--- config.mk ---
export PLATFORM = sky130hd
export DESIGN_NAME = prefetch_buffer
export DESIGN_NICKNAME = d
export VERILOG_FILES = /design/src/prefetch_pkg.sv /design/src/prefetch_fifo.sv /design/src/fetch_ctrl.sv /design/src/prefetch_buffer.sv
export SDC_FILE = /design/constraint.sdc
export NUM_CORES = 1
export LEC_CHECK = 0
export BUFFER_PORTS_ARGS = -buffer_cell sky130_fd_sc_hd__buf_2
export CAP_MARGIN = 20
export CELL_PAD_IN_SITES_DETAIL_PLACEMENT = 1
export CELL_PAD_IN_SITES_GLOBAL_PLACEMENT = 1
export CORE_UTILIZATION = 50
export CTS_CLUSTER_SIZE = 14
export DETAILED_ROUTE_END_ITERATION = 8
export PLACE_DENSITY = 0.88
export SLEW_MARGIN = 0
export SYNTH_ARGS = -nofsm -noshare
export SYNTH_HDL_FRONTEND = slang
export SYNTH_SLANG_ARGS = --single-unit
--- constraint.sdc ---
create_clock -name clk_i -period 3.8 [get_ports clk_i]
set_clock_uncertainty 0.1 [all_clocks]
set_input_delay 0.76 -clock clk_i [delete_from_list [all_inputs] [get_ports clk_i]]
set_output_delay 0.76 -clock clk_i [all_outputs]
set_load 0.01 [all_outputs]
--- src/prefetch_pkg.sv ---
// prefetch package
// shared widths, depths, boot address and the fetch entry type
// for the instruction prefetch buffer
`default_nettype none

package prefetch_pkg;

    // bus and instruction widths
    localparam int unsigned ADDR_WIDTH  = 32;
    localparam int unsigned INSTR_WIDTH = 32;

    // first fetch address after reset, word aligned
    localparam logic [ADDR_WIDTH-1:0] BOOT_ADDR = 32'h0000_0080;

    // buffer sizing
    localparam int unsigned FETCH_DEPTH     = 4;
    localparam int unsigned MAX_OUTSTANDING = 2;

    // usage counter widths of the two fifos, 0..DEPTH inclusive
    localparam int unsigned ADDR_CNT_WIDTH  = $clog2(MAX_OUTSTANDING) + 1;
    localparam int unsigned INSTR_CNT_WIDTH = $clog2(FETCH_DEPTH) + 1;

    // one fetched word together with the address it came from
    typedef struct packed {
        logic [ADDR_WIDTH-1:0]  addr;
        logic [INSTR_WIDTH-1:0] instr;
    } fetch_entry_t;

endpackage

`default_nettype wire

--- src/prefetch_fifo.sv ---
// prefetch fifo
// circular buffer with a payload type parameter, full/empty/usage flags
// and a synchronous flush; head data is registered, no fall-through
`default_nettype none

module prefetch_fifo #(
    parameter int unsigned DEPTH = 4,
    parameter type dtype = logic [31:0]
) (
    input  logic                   clk_i,
    input  logic                   rst_ni,
    // drops every stored entry at the next edge
    input  logic                   flush_i,
    input  logic                   push_i,
    input  logic                   pop_i,
    input  dtype                   data_i,
    output logic                   full_o,
    output logic                   empty_o,
    output logic [$clog2(DEPTH):0] usage_o,
    output dtype                   data_o
);

    // pointer needs at least one bit even for a single entry
    localparam int unsigned PTR_WIDTH = (DEPTH > 1) ? $clog2(DEPTH) : 1;
    localparam int unsigned CNT_WIDTH = $clog2(DEPTH) + 1;
    localparam logic [PTR_WIDTH-1:0] LAST_PTR = PTR_WIDTH'(DEPTH - 1);
    localparam logic [CNT_WIDTH-1:0] FULL_CNT = CNT_WIDTH'(DEPTH);

    // storage array
    dtype mem_q [DEPTH];

    // read side, write side and fill level
    logic [PTR_WIDTH-1:0] rd_ptr_q;
    logic [PTR_WIDTH-1:0] rd_ptr_d;
    logic [PTR_WIDTH-1:0] wr_ptr_q;
    logic [PTR_WIDTH-1:0] wr_ptr_d;
    logic [CNT_WIDTH-1:0] cnt_q;
    logic [CNT_WIDTH-1:0] cnt_d;

    // requests that actually take effect this cycle
    logic push_ok;
    logic pop_ok;

    // status flags straight from the fill counter
    assign full_o  = (cnt_q == FULL_CNT);
    assign empty_o = (cnt_q == '0);
    assign usage_o = cnt_q;

    // a push into a full buffer or a pop from an empty one is ignored
    assign push_ok = push_i & ~full_o;
    assign pop_ok  = pop_i & ~empty_o;

    // head of the queue
    assign data_o = mem_q[rd_ptr_q];

    always_comb begin
        rd_ptr_d = rd_ptr_q;
        wr_ptr_d = wr_ptr_q;
        cnt_d    = cnt_q;

        // write pointer wraps at the last slot
        if (push_ok) begin
            wr_ptr_d = (wr_ptr_q == LAST_PTR) ? '0 : wr_ptr_q + 1'b1;
        end

        // same wrap rule for the read side
        if (pop_ok) begin
            rd_ptr_d = (rd_ptr_q == LAST_PTR) ? '0 : rd_ptr_q + 1'b1;
        end

        // push and pop together leave the level unchanged
        case ({push_ok, pop_ok})
            2'b10:   cnt_d = cnt_q + 1'b1;
            2'b01:   cnt_d = cnt_q - 1'b1;
            default: cnt_d = cnt_q;
        endcase
    end

    // control state
    always_ff @(posedge clk_i or negedge rst_ni) begin
        if (!rst_ni) begin
            rd_ptr_q <= '0;
            wr_ptr_q <= '0;
            cnt_q    <= '0;
        end else if (flush_i) begin
            // flush wins over any push or pop in the same cycle
            rd_ptr_q <= '0;
            wr_ptr_q <= '0;
            cnt_q    <= '0;
        end else begin
            rd_ptr_q <= rd_ptr_d;
            wr_ptr_q <= wr_ptr_d;
            cnt_q    <= cnt_d;
        end
    end

    // storage is only written on an accepted push
    always_ff @(posedge clk_i) begin
        if (push_ok) begin
            mem_q[wr_ptr_q] <= data_i;
        end
    end

endmodule

`default_nettype wire

--- src/fetch_ctrl.sv ---
// fetch controller
// issues sequential word reads, throttles on buffer space and
// throws away responses that belong to the path before a branch
`default_nettype none

module fetch_ctrl (
    input  logic                                   clk_i,
    input  logic                                   rst_ni,
    input  logic                                   branch_i,
    input  logic [prefetch_pkg::ADDR_WIDTH-1:0]     branch_addr_i,
    output logic                                   instr_req_o,
    output logic [prefetch_pkg::ADDR_WIDTH-1:0]     instr_addr_o,
    input  logic                                   instr_gnt_i,
    input  logic                                   instr_rvalid_i,
    input  logic [prefetch_pkg::INSTR_WIDTH-1:0]    instr_rdata_i,
    input  logic [prefetch_pkg::ADDR_CNT_WIDTH-1:0]  addr_fifo_usage_i,
    input  logic [prefetch_pkg::INSTR_CNT_WIDTH-1:0] instr_fifo_usage_i,
    input  logic [prefetch_pkg::ADDR_WIDTH-1:0]     addr_fifo_data_i,
    output logic                                   addr_fifo_push_o,
    output logic                                   addr_fifo_pop_o,
    output logic                                   instr_fifo_push_o,
    output prefetch_pkg::fetch_entry_t             instr_fifo_data_o
);
    import prefetch_pkg::*;

    // wide enough for in-flight plus stored without overflow
    localparam int unsigned SUM_WIDTH =
        ((ADDR_CNT_WIDTH > INSTR_CNT_WIDTH) ? ADDR_CNT_WIDTH : INSTR_CNT_WIDTH) + 1;

    logic                      active_q;
    logic [ADDR_WIDTH-1:0]     next_addr_q;
    logic                      redirect_q;
    logic [ADDR_WIDTH-1:0]     redirect_addr_q;
    logic [ADDR_CNT_WIDTH-1:0] discard_q;
    logic [ADDR_CNT_WIDTH-1:0] discard_load;
    logic [SUM_WIDTH-1:0]      pending_sum;
    logic                      space_ok;
    logic                      accept;
    logic                      keep;

    // granted-but-unanswered requests plus entries waiting for the core
    assign pending_sum = SUM_WIDTH'(addr_fifo_usage_i) + SUM_WIDTH'(instr_fifo_usage_i);
    assign space_ok    = (pending_sum < SUM_WIDTH'(FETCH_DEPTH)) &&
                         (addr_fifo_usage_i < ADDR_CNT_WIDTH'(MAX_OUTSTANDING));

    // a held request never loses its space: the sum only grows on a grant
    assign instr_req_o  = active_q & space_ok;
    assign instr_addr_o = next_addr_q;
    assign accept       = instr_req_o & instr_gnt_i;

    // address fifo tracks every granted request until its rvalid
    assign addr_fifo_push_o = accept;
    assign addr_fifo_pop_o  = instr_rvalid_i;

    // a response in the branch cycle is always stale
    assign keep              = instr_rvalid_i & (discard_q == '0) & ~branch_i;
    assign instr_fifo_push_o = keep;
    assign instr_fifo_data_o.addr  = addr_fifo_data_i;
    assign instr_fifo_data_o.instr = instr_rdata_i;

    // everything still owed by memory at the branch, including a request
    // on the bus now: granted this cycle or held until granted later
    assign discard_load = addr_fifo_usage_i + ADDR_CNT_WIDTH'(instr_req_o)
                        - ADDR_CNT_WIDTH'(instr_rvalid_i);

    // request generation starts one cycle after reset release
    always_ff @(posedge clk_i or negedge rst_ni) begin
        if (!rst_ni) begin
            active_q <= 1'b0;
        end else begin
            active_q <= 1'b1;
        end
    end

    // fetch address with branch redirect
    always_ff @(posedge clk_i or negedge rst_ni) begin
        if (!rst_ni) begin
            next_addr_q <= BOOT_ADDR;
            redirect_q  <= 1'b0;
        end else if (branch_i) begin
            if (instr_req_o && !instr_gnt_i) begin
                // keep the old address on the bus until it is granted
                redirect_q <= 1'b1;
            end else begin
                next_addr_q <= branch_addr_i;
                redirect_q  <= 1'b0;
            end
        end else if (accept) begin
            if (redirect_q) begin
                // held request went out, now switch to the branch target
                next_addr_q <= redirect_addr_q;
                redirect_q  <= 1'b0;
            end else begin
                next_addr_q <= next_addr_q + ADDR_WIDTH'(4);
            end
        end
    end

    // branch target parked while an old request waits for its grant
    always_ff @(posedge clk_i) begin
        if (branch_i) begin
            redirect_addr_q <= branch_addr_i;
        end
    end

    // stale response counter
    always_ff @(posedge clk_i or negedge rst_ni) begin
        if (!rst_ni) begin
            discard_q <= '0;
        end else if (branch_i) begin
            discard_q <= discard_load;
        end else if (instr_rvalid_i && (discard_q != '0)) begin
            discard_q <= discard_q - 1'b1;
        end
    end

endmodule

`default_nettype wire

--- src/prefetch_buffer.sv ---
// instruction prefetch buffer
// fetch controller plus an address fifo for in-flight requests
// and an instruction fifo holding fetched words for the core
`default_nettype none

module prefetch_buffer (
    input  logic                                clk_i,
    input  logic                                rst_ni,
    // core side
    input  logic                                branch_i,
    input  logic [prefetch_pkg::ADDR_WIDTH-1:0]  branch_addr_i,
    input  logic                                fetch_pop_i,
    output logic                                fetch_valid_o,
    output logic [prefetch_pkg::ADDR_WIDTH-1:0]  fetch_addr_o,
    output logic [prefetch_pkg::INSTR_WIDTH-1:0] fetch_instr_o,
    // instruction memory side
    output logic                                instr_req_o,
    output logic [prefetch_pkg::ADDR_WIDTH-1:0]  instr_addr_o,
    input  logic                                instr_gnt_i,
    input  logic                                instr_rvalid_i,
    input  logic [prefetch_pkg::INSTR_WIDTH-1:0] instr_rdata_i
);
    import prefetch_pkg::*;

    // address fifo wiring
    logic                      addr_push;
    logic                      addr_pop;
    logic [ADDR_CNT_WIDTH-1:0] addr_usage;
    logic [ADDR_WIDTH-1:0]     addr_head;

    // instruction fifo wiring
    logic                       instr_push;
    logic [INSTR_CNT_WIDTH-1:0] instr_usage;
    logic                       instr_empty;
    fetch_entry_t               instr_entry;
    fetch_entry_t               instr_head;

    // core sees the head entry whenever the buffer holds something
    assign fetch_valid_o = ~instr_empty;
    assign fetch_addr_o  = instr_head.addr;
    assign fetch_instr_o = instr_head.instr;

    fetch_ctrl i_fetch_ctrl (
        .clk_i              (clk_i),
        .rst_ni             (rst_ni),
        .branch_i           (branch_i),
        .branch_addr_i      (branch_addr_i),
        .instr_req_o        (instr_req_o),
        .instr_addr_o       (instr_addr_o),
        .instr_gnt_i        (instr_gnt_i),
        .instr_rvalid_i     (instr_rvalid_i),
        .instr_rdata_i      (instr_rdata_i),
        .addr_fifo_usage_i  (addr_usage),
        .instr_fifo_usage_i (instr_usage),
        .addr_fifo_data_i   (addr_head),
        .addr_fifo_push_o   (addr_push),
        .addr_fifo_pop_o    (addr_pop),
        .instr_fifo_push_o  (instr_push),
        .instr_fifo_data_o  (instr_entry)
    );

    // responses still arrive after a branch, so no flush here
    prefetch_fifo #(
        .DEPTH (MAX_OUTSTANDING),
        .dtype (logic [ADDR_WIDTH-1:0])
    ) i_addr_fifo (
        .clk_i   (clk_i),
        .rst_ni  (rst_ni),
        .flush_i (1'b0),
        .push_i  (addr_push),
        .pop_i   (addr_pop),
        .data_i  (instr_addr_o),
        .full_o  (),
        .empty_o (),
        .usage_o (addr_usage),
        .data_o  (addr_head)
    );

    // branch empties the buffer in the cycle after the strobe
    prefetch_fifo #(
        .DEPTH (FETCH_DEPTH),
        .dtype (fetch_entry_t)
    ) i_instr_fifo (
        .clk_i   (clk_i),
        .rst_ni  (rst_ni),
        .flush_i (branch_i),
        .push_i  (instr_push),
        .pop_i   (fetch_pop_i),
        .data_i  (instr_entry),
        .full_o  (),
        .empty_o (instr_empty),
        .usage_o (instr_usage),
        .data_o  (instr_head)
    );

endmodule

`default_nettype wire

==> run metrics <==
outcome finished, final reports clean; Post-synth EDFFs 352; Worst EP arrival 2.42 ns; vias per cell 5.82; PortBufs 167; VDD IR max 0.467 mV; worst reg2reg startpoint i_addr_fifo.usage_o[1]; Pre-antenna DRT Iters 5; RSZ-0062 raised after global routing no; WL final 34500 um; Worst Setup EP fetch_instr_o[12]; crit path launch i_instr_fifo.rd_ptr_q[0]; initial antenna violation count 0; Hold Crit Class in -> reg; Flop pwr share 0.480; Synth top area share 0.675; Area growth, synth to finish 17.4%; share of total power in combinational logic 0.202; Tmin final 3.28 ns; ANT nets after route 0; vias in the first global route 9096; Netlist cell types 62; Num CTS Buffers 42; CP endpoint kind output port; hold slack 0.317 ns; Starting Density 0.511; Crit path buffers/inverters 2; Synth Register Bits 399; post-route setup TNS 0 ns; Sw Ratio 0.290; Area after DPL 17000 um^2; Synth Area per Inst 18.8 um^2; clk buf depth 3; design area 18400 um^2; Root Buffer clkbuf_16; CP Max Fanout 49; layout cells sized above 1 0.354; slowest stage delay, CP 0.68 ns; Seq/Total Area, Yosys 0.750; largest net degree at the start of global routing 65; Die H 179 um; P_leak 6.39 nW; first-pass GRT wire length 52300 um; max-cap violations 0; Slew HR 0.467; Yosys top cell by area edfxtp_1; die footprint 32000 um^2; Peak Freq 305 MHz; width of the die 179 um; DRC 0; CTS tree done; CP Launch Type register; Setup Buffers After CTS 0; final critical-path share of the clock period 0.862; CTS sink count 399; most numerous cell in the Yosys netlist edfxtp_1; top cells by area, synth edfxtp_1 67%, mux4_2 9.2%, dfrtp_1 7.3%, mux2_2 2.3%, o21ai_0 1.2%; CTS clk-pin slew, worst paths 0.06 ns; Commonest cells post-synth 352 x edfxtp_1, 64 x mux4_2, 46 x dfrtp_1, 37 x nor2_1, 36 x o21ai_0; worst reg2reg endpoint i_fetch_ctrl.instr_addr_o[0]; clk_lat worst skew 0.53 ns; critical path depth 3; Least-Margin Pin Slew 0.793 ns; GPL Wtd Cong 0.793; # rows 64; # diodes 0; CP max stage cell dfrtp_4; Ports 168; yosys warns 0; post-synthesis instance total 834; Reg2Reg Setup Slack 0.92 ns; Power Density 690 nW/um^2; clock power share 0.318; R2R cell count 6; critical path, cell by cell buf_12 -> mux4_2 -> buf_2; count of final setup violators 0; remaining global-route overflow 0; Post-synth ARST share 0.118; Final Hold Viols 0; Syn Std Cell Area 15700 um^2; Most used DFF post-synth edfxtp_1; Internal Power 9.01 mW; Req. time, crit path 2.94 ns; reported net switching power 3.68 mW; syn_nets 916; HPWL after DPL 21800 um; Layout Nets 1098; DR iter-0 viols 535; GRT Total Usage 0.219; Via Count 8406; post-DR wirelength/cell 23.8 um; WS Path Type reg -> out; Top delay family on crit path flip-flops; H-Tree Depth 2; Core ar. 30700 um^2; Final Max Slew Viols 0
## power by group through the flow
stage	logic, mW	registers (mW)	clock network, mW
after floorplan	1.67	5.96	0
after global placement	2.46	6.11	0
after detailed placement	2.58	6.17	0
after CTS	2.61	6.10	4.13
after global routing	2.80	6.17	4.26
final	2.57	6.09	4.03
## sequential cells by signal, indices dropped and copies added, names as in the netlist
name and cells:
i_addr_fifo.mem_q 64, i_addr_fifo.rd_ptr_q 1, i_addr_fifo.usage_o 2, i_addr_fifo.wr_ptr_q 1, i_fetch_ctrl.active_q 1, i_fetch_ctrl.discard_q 2, i_fetch_ctrl.instr_addr_o 32, i_fetch_ctrl.redirect_addr_q 32
i_fetch_ctrl.redirect_q 1, i_instr_fifo.mem_q 256, i_instr_fifo.rd_ptr_q 2, i_instr_fifo.usage_o 3, i_instr_fifo.wr_ptr_q 2
## per-stage QoR
| stage | power, mW | setup slack [ns] | util | cells |
|---|---|---|---|---|
| 2_1_floorplan | 7.62 | 0.498 | - | 834 |
| 3_3_place_gp | 8.57 | 1.06 | 0.554 | 1367 |
| 3_5_place_dp | 8.76 | 0.949 | 0.554 | 1367 |
| 4_1_cts | 12.8 | 0.450 | 0.600 | 1445 |
| 5_1_grt | 13.2 | 0.353 | 0.600 | 1445 |
| 6_report | 12.7 | 0.524 | 0.600 | 1445 |
## worst register-to-register path, stage by stage, from the launching register on
cell	delay [ns]
dfrtp_1	0.46
ha_1	0.25
nor4b_2	0.38
nand3_1	0.37
a21bo_2	0.69
nand2_1	0.20
o221a_2	0.31
## worst min-delay path by stage
stage | start | endpoint | slack (ns) | cells after the start
finish | branch_addr_i[6] | i_fetch_ctrl.redirect_addr_q[6] | 0.32 | 1
global route | branch_addr_i[6] | i_fetch_ctrl.redirect_addr_q[6] | 0.30 | 1
CTS | branch_addr_i[6] | i_fetch_ctrl.redirect_addr_q[6] | 0.29 | 1
detailed placement | i_addr_fifo.wr_ptr_q | i_addr_fifo.wr_ptr_q | 0.41 | 1
global placement | i_addr_fifo.wr_ptr_q | i_addr_fifo.wr_ptr_q | 0.39 | 1
floorplan | rst_ni | i_addr_fifo.rd_ptr_q | 0.36 | 0
## area by class of cell
class | count | area [um^2]
fillers | 2707 | 12300
flip-flops and latches | 399 | 11800
multi-input cells | 378 | 3690
clock buffers | 50 | 1120
repair buffers | 182 | 1030
well taps | 396 | 495
clock inverters | 27 | 254
inverters | 13 | 48.8
## layer usage
metal,global-route usage,share of wire,vias to the layer above
met3,0.0348,0.054,46
met4,0.0523,0.015,0
met5,0,0,-
met2,0.380,0.51,280
met1,0.289,0.42,4321
li1,-,-,3759
## placed cells by master (no fill, tap or decap), types with 4 or more instances in the layout
| cell type | instances |
|---|---|
| edfxtp_1 | 352 |
| buf_2 | 167 |
| mux4_2 | 64 |
| dfrtp_1 | 44 |
| clkbuf_16 | 43 |
| nor2_1 | 36 |
| o21ai_0 | 36 |
| mux2_2 | 32 |
| nand2_1 | 24 |
| a21oi_1 | 14 |
| inv_1 | 13 |
| nand3_1 | 13 |
| ha_1 | 11 |
| clkinv_2 | 11 |
| nor3_1 | 9 |
| a22oi_1 | 9 |
| clkinv_1 | 8 |
| buf_4 | 8 |
| and3_2 | 7 |
| mux2i_1 | 7 |
| xnor2_1 | 7 |
| nand4_1 | 7 |
| a22o_1 | 7 |
| o2bb2ai_1 | 7 |
| a222oi_1 | 7 |
| a221oi_1 | 6 |
| buf_12 | 6 |
| and3_1 | 5 |
| nand2b_1 | 5 |
| nor4_1 | 5 |
| clkbuf_1 | 5 |
| xor2_1 | 4 |
| o31a_1 | 4 |
| a31oi_1 | 4 |
| bufinv_16 | 4 |
## cells by family after synthesis
family | synth area share
multiplexers | 0.120
XOR/XNOR | 0.00615
other | 0.000239
buffers and inverters | 0.0149
adder cells (fa/ha/maj) | 0.0101
flip-flops | 0.750
AO/OA/AOI/OAI | 0.0545
AND/OR/NAND/NOR | 0.0446
## what timing repair did
| item | in CTS | in global routing |
|---|---|---|
| gates resized for setup | 0 | 0 |
| hold endpoints to repair | 2 | 0 |
| hold buffers | 1 | 0 |
Power figures use the tool's default switching activity.
